`config.mk`:
```
export PLATFORM = sky130hd
export DESIGN_NAME = uf_decoder_top
export DESIGN_NICKNAME = d
export VERILOG_FILES = /design/src/rtl/uf_pkg.sv /design/src/rtl/fabric_if.sv /design/src/rtl/uf_decoder_top.sv /design/src/rtl/axi_lite_regs.sv /design/src/rtl/stage_controller.sv /design/src/rtl/cluster_parity.sv /design/src/rtl/processing_unit.sv /design/src/rtl/neighbor_link.sv
export SDC_FILE = /design/constraint.sdc
export NUM_CORES = 1
export LEC_CHECK = 0
export ABC_AREA = 1
export BUFFER_PORTS_ARGS = -buffer_cell sky130_fd_sc_hd__buf_2
export CORE_ASPECT_RATIO = 1.1
export CORE_MARGIN = 1
export CORE_UTILIZATION = 25
export DETAILED_ROUTE_END_ITERATION = 6
export SYNTH_ARGS = -nofsm -noshare
export SYNTH_HDL_FRONTEND = slang
export SYNTH_SLANG_ARGS = --single-unit
```
`constraint.sdc`:
```
create_clock -name clk -period 3.1 [get_ports clk]
set_clock_uncertainty 0.1 [all_clocks]
set_input_delay 0.62 -clock clk [delete_from_list [all_inputs] [get_ports clk]]
set_output_delay 0.62 -clock clk [all_outputs]
set_load 0.01 [all_outputs]
```
`src/rtl/uf_pkg.sv`:
```
package uf_pkg;

    // Decoding fabric sizes
    localparam int NUM_UNITS = 8;
    localparam int NUM_LINKS = 9;   // 0 and 8 are the boundary links
    localparam int WEIGHT = 2;
    localparam int ADDRESS_WIDTH = 3;
    localparam int GROWTH_WIDTH = 2;
    localparam int ROUNDS_WIDTH = 8;

    // AXI4-Lite bus
    localparam int AXI_ADDR_WIDTH = 8;
    localparam int AXI_DATA_WIDTH = 32;

    // Register byte addresses
    localparam logic [AXI_ADDR_WIDTH-1:0] REG_CONTROL = 8'h00;
    localparam logic [AXI_ADDR_WIDTH-1:0] REG_SYNDROME = 8'h04;
    localparam logic [AXI_ADDR_WIDTH-1:0] REG_STATUS = 8'h08;
    localparam logic [AXI_ADDR_WIDTH-1:0] REG_GROWN = 8'h0C;
    localparam logic [AXI_ADDR_WIDTH-1:0] REG_ROOTS = 8'h10;
    localparam logic [AXI_ADDR_WIDTH-1:0] REG_ROUNDS = 8'h14;

    typedef enum logic [2:0] {
        STAGE_IDLE,
        STAGE_MEASUREMENT_LOADING,
        STAGE_PARITY_CHECK,
        STAGE_GROW,
        STAGE_MERGE,
        STAGE_DONE
    } stage_t;

    typedef enum logic [1:0] {
        RESP_OKAY = 2'b00,
        RESP_SLVERR = 2'b10
    } axi_resp_t;

endpackage
```
`src/rtl/fabric_if.sv`:
```
`timescale 1ns/10ps

interface fabric_if import uf_pkg::*; ();

    logic [NUM_UNITS-1:0] defects;
    logic [NUM_LINKS-1:0] grown;        // Fully grown links
    logic [NUM_UNITS-1:0] odd;
    logic [NUM_UNITS-1:0] root_changed;
    stage_t global_stage;

    // Units and links
    modport fabric (
        input global_stage,
        input odd,
        output defects,
        output grown,
        output root_changed
    );

    modport parity (
        input defects,
        input grown,
        output odd
    );

    modport control (
        input odd,
        input root_changed,
        output global_stage
    );

endinterface

```
`src/rtl/uf_decoder_top.sv`:
```
`timescale 1ns/10ps

module uf_decoder_top import uf_pkg::*; (
    input logic clk,
    input logic reset,
    input logic awvalid,
    output logic awready,
    input logic [AXI_ADDR_WIDTH-1:0] awaddr,
    input logic wvalid,
    output logic wready,
    input logic [AXI_DATA_WIDTH-1:0] wdata,
    output logic bvalid,
    input logic bready,
    output logic [1:0] bresp,
    input logic arvalid,
    output logic arready,
    input logic [AXI_ADDR_WIDTH-1:0] araddr,
    output logic rvalid,
    input logic rready,
    output logic [AXI_DATA_WIDTH-1:0] rdata,
    output logic [1:0] rresp
);

    logic start;
    logic busy;
    logic done;
    logic [NUM_UNITS-1:0] syndrome;
    logic [ROUNDS_WIDTH-1:0] rounds;
    logic [NUM_UNITS-1:0] increase;
    logic [NUM_UNITS-1:0][ADDRESS_WIDTH-1:0] roots;   // Unit i in bits 3i+2:3i
    logic [NUM_UNITS-1:0][ADDRESS_WIDTH-1:0] left_root;
    logic [NUM_UNITS-1:0][ADDRESS_WIDTH-1:0] right_root;

    fabric_if fab ();

    axi_lite_regs regs0 (
        .clk, .reset,
        .awvalid, .awready, .awaddr, .wvalid, .wready, .wdata,
        .bvalid, .bready, .bresp,
        .arvalid, .arready, .araddr, .rvalid, .rready, .rdata, .rresp,
        .start, .syndrome, .busy, .done,
        .grown(fab.grown), .roots(roots), .rounds
    );

    stage_controller ctrl0 (
        .clk, .reset, .start, .ctrl(fab.control), .busy, .done, .rounds
    );

    cluster_parity parity0 (
        .fab(fab.parity)
    );

    for (genvar i = 0; i < NUM_UNITS; i++) begin : g_unit
        processing_unit #(.INDEX(i)) unit (
            .clk, .reset,
            .global_stage(fab.global_stage),
            .defect_in(syndrome[i]),
            .defect(fab.defects[i]),
            .odd(fab.odd[i]),
            .increase(increase[i]),
            .left_grown(fab.grown[i]),
            .right_grown(fab.grown[i+1]),
            .left_root(left_root[i]),
            .right_root(right_root[i]),
            .root(roots[i]),
            .root_changed(fab.root_changed[i])
        );
    end

    // End units sit on the a side of their boundary link
    for (genvar i = 0; i < NUM_LINKS; i++) begin : g_link
        if (i == 0) begin : g_left
            neighbor_link #(.BOUNDARY_CONDITION(1)) link (
                .clk, .reset, .global_stage(fab.global_stage),
                .a_increase(increase[0]), .b_increase(1'b0),
                .a_root_in(roots[0]), .b_root_in('0),
                .a_root_out(left_root[0]), .b_root_out(),
                .fully_grown(fab.grown[i]), .is_boundary()
            );
        end else if (i == NUM_LINKS - 1) begin : g_right
            neighbor_link #(.BOUNDARY_CONDITION(1)) link (
                .clk, .reset, .global_stage(fab.global_stage),
                .a_increase(increase[NUM_UNITS-1]), .b_increase(1'b0),
                .a_root_in(roots[NUM_UNITS-1]), .b_root_in('0),
                .a_root_out(right_root[NUM_UNITS-1]), .b_root_out(),
                .fully_grown(fab.grown[i]), .is_boundary()
            );
        end else begin : g_inner
            neighbor_link #(.BOUNDARY_CONDITION(0)) link (
                .clk, .reset, .global_stage(fab.global_stage),
                .a_increase(increase[i-1]), .b_increase(increase[i]),
                .a_root_in(roots[i-1]), .b_root_in(roots[i]),
                .a_root_out(right_root[i-1]), .b_root_out(left_root[i]),
                .fully_grown(fab.grown[i]), .is_boundary()
            );
        end
    end

endmodule

```
`src/rtl/axi_lite_regs.sv`:
```
`timescale 1ns/10ps

module axi_lite_regs import uf_pkg::*; (
    input logic clk,
    input logic reset,
    input logic awvalid,
    output logic awready,
    input logic [AXI_ADDR_WIDTH-1:0] awaddr,
    input logic wvalid,
    output logic wready,
    input logic [AXI_DATA_WIDTH-1:0] wdata,
    output logic bvalid,
    input logic bready,
    output axi_resp_t bresp,
    input logic arvalid,
    output logic arready,
    input logic [AXI_ADDR_WIDTH-1:0] araddr,
    output logic rvalid,
    input logic rready,
    output logic [AXI_DATA_WIDTH-1:0] rdata,
    output axi_resp_t rresp,
    output logic start,
    output logic [NUM_UNITS-1:0] syndrome,
    input logic busy,
    input logic done,
    input logic [NUM_LINKS-1:0] grown,
    input logic [NUM_UNITS*ADDRESS_WIDTH-1:0] roots,
    input logic [ROUNDS_WIDTH-1:0] rounds
);

    logic write_accept;
    logic read_accept;
    logic write_known;
    logic [AXI_DATA_WIDTH-1:0] read_data;
    axi_resp_t read_resp;

    // Address and data are taken in the same cycle
    assign write_accept = awvalid && wvalid && !bvalid;
    assign awready = write_accept;
    assign wready = write_accept;
    assign read_accept = arvalid && !rvalid;
    assign arready = read_accept;

    assign write_known = awaddr inside {REG_CONTROL, REG_SYNDROME, REG_STATUS,
                                        REG_GROWN, REG_ROOTS, REG_ROUNDS};

    always_comb begin
        read_data = '0;
        read_resp = RESP_OKAY;
        case (araddr)
            REG_CONTROL: read_data = '0;    // Start is self clearing
            REG_SYNDROME: read_data = AXI_DATA_WIDTH'(syndrome);
            REG_STATUS: read_data = AXI_DATA_WIDTH'({done, busy});
            REG_GROWN: read_data = AXI_DATA_WIDTH'(grown);
            REG_ROOTS: read_data = AXI_DATA_WIDTH'(roots);
            REG_ROUNDS: read_data = AXI_DATA_WIDTH'(rounds);
            default: read_resp = RESP_SLVERR;
        endcase
    end

    always_ff @(posedge clk) begin
        if (reset) begin
            bvalid <= 1'b0;
            bresp <= RESP_OKAY;
            start <= 1'b0;
            syndrome <= '0;
        end else begin
            start <= 1'b0;  // One cycle pulse
            if (write_accept) begin
                bvalid <= 1'b1;
                bresp <= write_known ? RESP_OKAY : RESP_SLVERR;
                if (awaddr == REG_CONTROL && wdata[0]) begin
                    start <= 1'b1;
                end
                if (awaddr == REG_SYNDROME) begin
                    syndrome <= wdata[NUM_UNITS-1:0];
                end
            end else if (bvalid && bready) begin
                bvalid <= 1'b0;
            end
        end
    end

    always_ff @(posedge clk) begin
        if (reset) begin
            rvalid <= 1'b0;
            rresp <= RESP_OKAY;
        end else if (read_accept) begin
            rvalid <= 1'b1;
            rresp <= read_resp;
        end else if (rvalid && rready) begin
            rvalid <= 1'b0;
        end
    end

    always_ff @(posedge clk) begin
        if (read_accept) begin
            rdata <= read_data;
        end
    end

    a_bvalid_hold: assert property (
        @(posedge clk) disable iff (reset) bvalid && !bready |=> bvalid
    );

    a_rvalid_hold: assert property (
        @(posedge clk) disable iff (reset) rvalid && !rready |=> rvalid && $stable(rdata)
    );

endmodule

```
`src/rtl/stage_controller.sv`:
```
`timescale 1ns/10ps

module stage_controller import uf_pkg::*; (
    input logic clk,
    input logic reset,
    input logic start,
    fabric_if.control ctrl,
    output logic busy,
    output logic done,
    output logic [ROUNDS_WIDTH-1:0] rounds
);

    stage_t stage;
    stage_t stage_next;

    always_comb begin
        stage_next = stage;
        case (stage)
            STAGE_IDLE, STAGE_DONE: begin
                if (start) begin
                    stage_next = STAGE_MEASUREMENT_LOADING;
                end
            end
            STAGE_MEASUREMENT_LOADING: stage_next = STAGE_PARITY_CHECK;
            STAGE_PARITY_CHECK: begin
                stage_next = (|ctrl.odd) ? STAGE_GROW : STAGE_DONE;
            end
            STAGE_GROW: stage_next = STAGE_MERGE;
            STAGE_MERGE: begin
                // Stay until roots settle
                if (!(|ctrl.root_changed)) begin
                    stage_next = STAGE_PARITY_CHECK;
                end
            end
            default: stage_next = STAGE_IDLE;
        endcase
    end

    always_ff @(posedge clk) begin
        if (reset) begin
            stage <= STAGE_IDLE;
            rounds <= '0;
        end else begin
            stage <= stage_next;
            if (stage == STAGE_MEASUREMENT_LOADING) begin
                rounds <= '0;
            end else if (stage == STAGE_GROW) begin
                rounds <= rounds + 1'b1;
            end
        end
    end

    assign ctrl.global_stage = stage;

    // Start pulse counts as busy before the stage moves
    assign busy = start || (stage != STAGE_IDLE && stage != STAGE_DONE);
    assign done = (stage == STAGE_DONE) && !start;

    a_stage_defined: assert property (
        @(posedge clk) disable iff (reset)
        stage inside {STAGE_IDLE, STAGE_MEASUREMENT_LOADING, STAGE_PARITY_CHECK,
                      STAGE_GROW, STAGE_MERGE, STAGE_DONE}
    );

endmodule

```
`src/rtl/cluster_parity.sv`:
```
`timescale 1ns/10ps

module cluster_parity import uf_pkg::*; (
    fabric_if.parity fab
);

    logic [NUM_UNITS-1:0] odd_flags;

    // Forward pass accumulates parity and left boundary contact along each run,
    // backward pass hands the totals to every unit of the run
    always_comb begin
        logic [NUM_UNITS-1:0] fwd_parity;
        logic [NUM_UNITS-1:0] fwd_touch;
        logic par;
        logic touch;

        par = 1'b0;
        touch = fab.grown[0];
        for (int i = 0; i < NUM_UNITS; i++) begin
            if (i > 0 && !fab.grown[i]) begin
                par = 1'b0;     // New cluster starts here
                touch = 1'b0;
            end
            par = par ^ fab.defects[i];
            fwd_parity[i] = par;
            fwd_touch[i] = touch;
        end

        par = fwd_parity[NUM_UNITS-1];
        touch = fwd_touch[NUM_UNITS-1] | fab.grown[NUM_LINKS-1];
        for (int i = NUM_UNITS - 1; i >= 0; i--) begin
            if (i < NUM_UNITS - 1 && !fab.grown[i+1]) begin
                par = fwd_parity[i];
                touch = fwd_touch[i];
            end
            odd_flags[i] = par & ~touch;
        end
    end

    assign fab.odd = odd_flags;

endmodule

```
`src/rtl/processing_unit.sv`:
```
`timescale 1ns/10ps

module processing_unit import uf_pkg::*; #(
    parameter int INDEX = 0
) (
    input logic clk,
    input logic reset,
    input stage_t global_stage,
    input logic defect_in,
    output logic defect,
    input logic odd,
    output logic increase,
    input logic left_grown,
    input logic right_grown,
    input logic [ADDRESS_WIDTH-1:0] left_root,
    input logic [ADDRESS_WIDTH-1:0] right_root,
    output logic [ADDRESS_WIDTH-1:0] root,
    output logic root_changed
);

    logic [ADDRESS_WIDTH-1:0] merged_root;

    // Smallest root reachable over one fully grown link.
    // End units never merge across their boundary link.
    always_comb begin
        merged_root = root;
        if (INDEX > 0 && left_grown && left_root < merged_root) begin
            merged_root = left_root;
        end
        if (INDEX < NUM_UNITS - 1 && right_grown && right_root < merged_root) begin
            merged_root = right_root;
        end
    end

    always_ff @(posedge clk) begin
        if (reset) begin
            defect <= 1'b0;
            root <= ADDRESS_WIDTH'(INDEX);
        end else begin
            case (global_stage)
                STAGE_MEASUREMENT_LOADING: begin
                    defect <= defect_in;
                    root <= ADDRESS_WIDTH'(INDEX);  // Every unit starts as its own cluster
                end
                STAGE_MERGE: root <= merged_root;
                default: ;
            endcase
        end
    end

    assign root_changed = (merged_root != root);
    assign increase = odd && (global_stage == STAGE_GROW);

endmodule

```
`src/rtl/neighbor_link.sv`:
```
`timescale 1ns/10ps

module neighbor_link import uf_pkg::*; #(
    parameter int BOUNDARY_CONDITION = 0    // 0 interior, 1 boundary
) (
    input logic clk,
    input logic reset,
    input stage_t global_stage,
    input logic a_increase,
    input logic b_increase,
    input logic [ADDRESS_WIDTH-1:0] a_root_in,
    input logic [ADDRESS_WIDTH-1:0] b_root_in,
    output logic [ADDRESS_WIDTH-1:0] a_root_out,
    output logic [ADDRESS_WIDTH-1:0] b_root_out,
    output logic fully_grown,
    output logic is_boundary
);

    logic [GROWTH_WIDTH-1:0] growth;
    logic [GROWTH_WIDTH-1:0] growth_next;

    if (BOUNDARY_CONDITION == 1) begin : g_boundary
        // Only the end unit sits on the a side
        assign growth_next = growth + GROWTH_WIDTH'(a_increase);
        assign a_root_out = '0;
        assign b_root_out = '0;
        assign is_boundary = fully_grown;
    end else begin : g_interior
        logic [GROWTH_WIDTH:0] growth_sum;

        assign growth_sum = {1'b0, growth} + (GROWTH_WIDTH + 1)'(a_increase)
                          + (GROWTH_WIDTH + 1)'(b_increase);
        assign growth_next = (growth_sum > WEIGHT) ? GROWTH_WIDTH'(WEIGHT)
                                                   : growth_sum[GROWTH_WIDTH-1:0];
        assign a_root_out = b_root_in;  // Roots cross the edge
        assign b_root_out = a_root_in;
        assign is_boundary = 1'b0;
    end

    always_ff @(posedge clk) begin
        if (reset) begin
            growth <= '0;
        end else if (global_stage == STAGE_MEASUREMENT_LOADING) begin
            growth <= '0;
        end else begin
            growth <= growth_next;
        end
    end

    assign fully_grown = (growth >= WEIGHT);

    a_growth_bounded: assert property (
        @(posedge clk) disable iff (reset) growth <= GROWTH_WIDTH'(WEIGHT)
    );

endmodule

```
==> flow_metrics.env <==
export IMPL_status="finished, violations left"
export IMPL_violations="setup timing"
export IMPL_required_ns=3.25
export IMPL_grt_usage_pct=13.97
export IMPL_final_common_cell="nand2_1"
export IMPL_grt_start_max_net_pins=28
export IMPL_path_max_fanout=6
export IMPL_avgViaCountPerCell=4.602
export IMPL_insertion_delay_ns=0.35
export IMPL_instances_no_fill=1320
export IMPL_reg2reg_from="g_unit[4].unit.root[2]$_SDFFE_PP1P_"
export IMPL_die_area_mm2=0.02497
export IMPL_syn_avg_cell_area_um2=7.404
export IMPL_cts_root_buf="clkbuf_16"
export IMPL_first_pass_iters=4
export IMPL_rows=59
export IMPL_die_x_um=150.8
export IMPL_min_path_type="reg -> reg"
export IMPL_pre_cts_ws_ns=-0.4632
export IMPL_fin_ws_ns=-0.3294
export IMPL_grt_overflow_total=0
export IMPL_clock_path_buffers=2
export IMPL_ys_ff_latch=98
export IMPL_r2r_slack_ns=-0.33
export IMPL_antenna_left=0
export IMPL_seq_area_mm2=0.002230
export IMPL_dp_cells=1275
export IMPL_p_int_mw=2.216
export IMPL_synth_edff_count=24
export IMPL_cts_sinks=98
export IMPL_min_to="regs0.syndrome[5]$_SDFFE_PP0P_"
export IMPL_critPathCaptureType="flop"
export IMPL_max_vdd_ir_drop_mv=0.2381
export IMPL_ys_flop_type="dfxtp_1"
export IMPL_fmax_mhz=291.6
export IMPL_cts_tree="built"
export IMPL_fin_nets=1109
export IMPL_crit_path_top_delay_cell="dfxtp_2"
export IMPL_grt_pass1_vias=5709
export IMPL_drc=0
export IMPL_place_hpwl_um=12520
export IMPL_die_y_um=165.6
export IMPL_cts_made_buffers=9
export IMPL_yosysWarningCount=0
export IMPL_htreeDepth=3
export IMPL_yosysUniqueCellTypes=45
export IMPL_r2r_end="ctrl0.ctrl.global_stage[2]$_SDFFE_PP0P_"
export IMPL_ys_async_sr_fraction_pct=0
export IMPL_worstRegToRegCells=23
export IMPL_portBuffers=61
export IMPL_ctsHoldBuffers=0
export IMPL_synth_area_mm2=0.006086
export IMPL_tns_ns=-1.837
export IMPL_cp_start_kind="flop"
export IMPL_worstHoldStart="regs0.syndrome[5]$_SDFFE_PP0P_"
export IMPL_layout_common_cells="134 x nand2_1, 132 x buf_4, 115 x inv_1"
export IMPL_vias=6074
export IMPL_wl_um=17350
export IMPL_p_clk_share_pct=32.6
export IMPL_slew_viol_final=0
export IMPL_critPathKind="reg -> reg"
export IMPL_hold_viol=0
export IMPL_max_stage_delay_ns=0.33
export IMPL_wl_per_cell_um=13.14
export IMPL_place_congestion=0.8540
export IMPL_synth_seq_area_share_pct=36.18
export IMPL_core_area_mm2=0.02377
export IMPL_drive_gt1_share_pct=33.89
export IMPL_power_switching_mw=1.017
export IMPL_power_density_mw_per_mm2=385.2
export IMPL_min_path_cells=2
export IMPL_antenna_found_initial=0
export IMPL_fin_crit_ns=3.429
export IMPL_num_antenna_cells=0
export IMPL_whs_ns=0.3605
export IMPL_p_leak_nw=3.718
export IMPL_start_util_pct=25.60
export IMPL_clkSlewWorstSetupHoldPaths_ns=0.07
export IMPL_num_fill_cells=2511
export IMPL_areaGrowthSynthToFinish_pct=37.89
export IMPL_worstPathArrival_ns=3.58
export IMPL_syn_inst=822
export IMPL_path_cells="buf_6 -> ha_1 -> inv_1 -> nor2_2 -> nor3_4 -> inv_2 -> o21ai_4 -> inv_2 -> ha_4 -> o211ai_1 -> nand3_4 -> nor2_1 -> a21oi_2 -> xor2_1 -> nand4_1 -> nor2_2 -> nand2_1 -> nand2_1 -> nand2_2 -> nand2_1 -> nand3_1 -> nand2_1 -> inv_1"
export IMPL_crit_path_frequent_cell="nand2_1"
export IMPL_num_io_pins=96
export IMPL_rsz0062_at_grt="true"
export IMPL_finalCritPeriodShare_pct=110.6
export IMPL_multi_input_area_mm2=0.003674
export IMPL_pwr_share_seq_pct=43.8
export IMPL_setup_viol=11
export IMPL_cap_viol_max_count=0
export IMPL_p_sw_share_pct=31.45
export IMPL_combPwrFrac_pct=23.5
export IMPL_drt_iter0_drc=299
export IMPL_grt_pass1_wl_um=27390
-- state kept, by name (all words and copies together), names as in the netlist --
name / cells
ctrl0.ctrl.global_stage: 3
ctrl0.rounds: 8
g_link.g_inner.link.growth: 14
g_link.g_left.link.growth: 2
g_link.g_right.link.growth: 2
g_unit.unit.defect: 8
g_unit.unit.root: 24
regs0.bresp: 1
regs0.bvalid: 1
regs0.rdata: 24
regs0.rresp: 1
regs0.rvalid: 1
regs0.start: 1
regs0.syndrome: 8
-- through the flow --
| stage | power, mW | cell area [um2] | util, % |
|---|---|---|---|
| floorplan | 1.870 | 6177 | - |
| global placement | 2.100 | 7512 | 31.60 |
| detailed placement | 2.109 | 7512 | 31.60 |
| CTS | 3.222 | 8099 | 34.07 |
| global route | 3.407 | 8392 | 35.30 |
| finish | 3.233 | 8392 | 35.30 |
-- worst max path at each step --
stage,startpoint,end,slack (ns),cells past startpoint
after floorplan,g_unit[5].unit.root[1]$_SDFFE_PP0P_,ctrl0.ctrl.global_stage[2]$_SDFFE_PP0P_,-0.01,24
after global placement,g_unit[3].unit.root[2]$_SDFFE_PP0P_,ctrl0.ctrl.global_stage[2]$_SDFFE_PP0P_,-0.41,20
after detailed placement,g_unit[2].unit.root[2]$_SDFFE_PP0P_,ctrl0.ctrl.global_stage[2]$_SDFFE_PP0P_,-0.46,22
after CTS,g_unit[2].unit.root[2]$_SDFFE_PP0P_,ctrl0.ctrl.global_stage[2]$_SDFFE_PP0P_,-0.25,22
after global routing,g_unit[4].unit.root[2]$_SDFFE_PP1P_,ctrl0.ctrl.global_stage[2]$_SDFFE_PP0P_,-0.61,23
final,g_unit[4].unit.root[2]$_SDFFE_PP1P_,ctrl0.ctrl.global_stage[2]$_SDFFE_PP0P_,-0.33,23
-- critical path: cells and delay by family (launching register included) --
family / cells / cell delay [ns]
flip-flops: 1 / 0.33
AND/OR/NAND/NOR: 12 / 1.31
XOR/XNOR: 1 / 0.16
buffers and inverters: 5 / 0.40
AO/OA/AOI/OAI: 3 / 0.47
adder cells (fa/ha/maj): 2 / 0.55
-- power groups by stage --
| stage | Combinational, mW | Clock [mW] | Sequential [mW] |
|---|---|---|---|
| after floorplan | 0.422 | 0 | 1.45 |
| after global placement | 0.660 | 0 | 1.44 |
| after detailed placement | 0.667 | 0 | 1.44 |
| after CTS | 0.723 | 1.08 | 1.41 |
| after global routing | 0.838 | 1.14 | 1.43 |
| final | 0.761 | 1.06 | 1.42 |
-- layout make-up --
cell class / count / area share, %
inverters: 133 / 5.979
flip-flops and latches: 98 / 26.57
well taps: 305 / 4.547
repair buffers: 196 / 15.95
clock buffers: 10 / 2.728
clock inverters: 6 / 0.4473
multi-input cells: 572 / 43.78
-- cell usage after synthesis (2+ instances only) --
cell type / count / area share [%]
a211oi_1: 2 / 0.25
a21oi_1: 50 / 4.1
buf_4: 13 / 1.6
clkbuf_1: 13 / 0.80
clkinv_1: 3 / 0.19
dfxtp_1: 74 / 24
edfxtp_1: 24 / 12
fa_1: 5 / 1.6
ha_1: 39 / 8.0
inv_1: 124 / 7.6
inv_2: 6 / 0.37
nand2_1: 142 / 8.8
nand2_2: 9 / 0.93
nand3_1: 42 / 3.5
nand3_2: 13 / 2.1
nand4_1: 12 / 1.2
nor2_1: 81 / 5.0
nor2_2: 6 / 0.62
nor3_1: 19 / 1.6
nor3b_1: 2 / 0.25
nor4_1: 5 / 0.51
o2111ai_1: 3 / 0.43
o211ai_1: 5 / 0.62
o21ai_0: 52 / 4.3
o21ai_1: 17 / 1.4
o22ai_1: 19 / 2.0
or2_2: 2 / 0.21
xnor2_1: 3 / 0.43
xor2_1: 21 / 3.0
-- logic make-up after synthesis --
family / synth area share, %
DFF: 36.18
adders and majority gates: 9.663
buffers and inverters: 10.88
and+or+nand+nor: 25.35
xor gates and xnor gates: 3.454
AOI/OAI and AO/OA: 14.41
other: 0.06162
-- what timing repair did --
action                                  4_1_cts  5_1_grt
gates cloned                                  0        0
endpoints found under the setup margin       12       19
resized for setup                            48       55
pin swaps                                    18       32
buffers inserted                             20        9
-- routing by layer --
layer	wire [um]	track usage, %	part of all wire [%]
met5	0	0	0
met4	497	5.217	2.9
met3	852	3.085	4.9
met2	8112	22.66	47
met1	7886	17.92	45
Power figures use the tool's default switching activity.
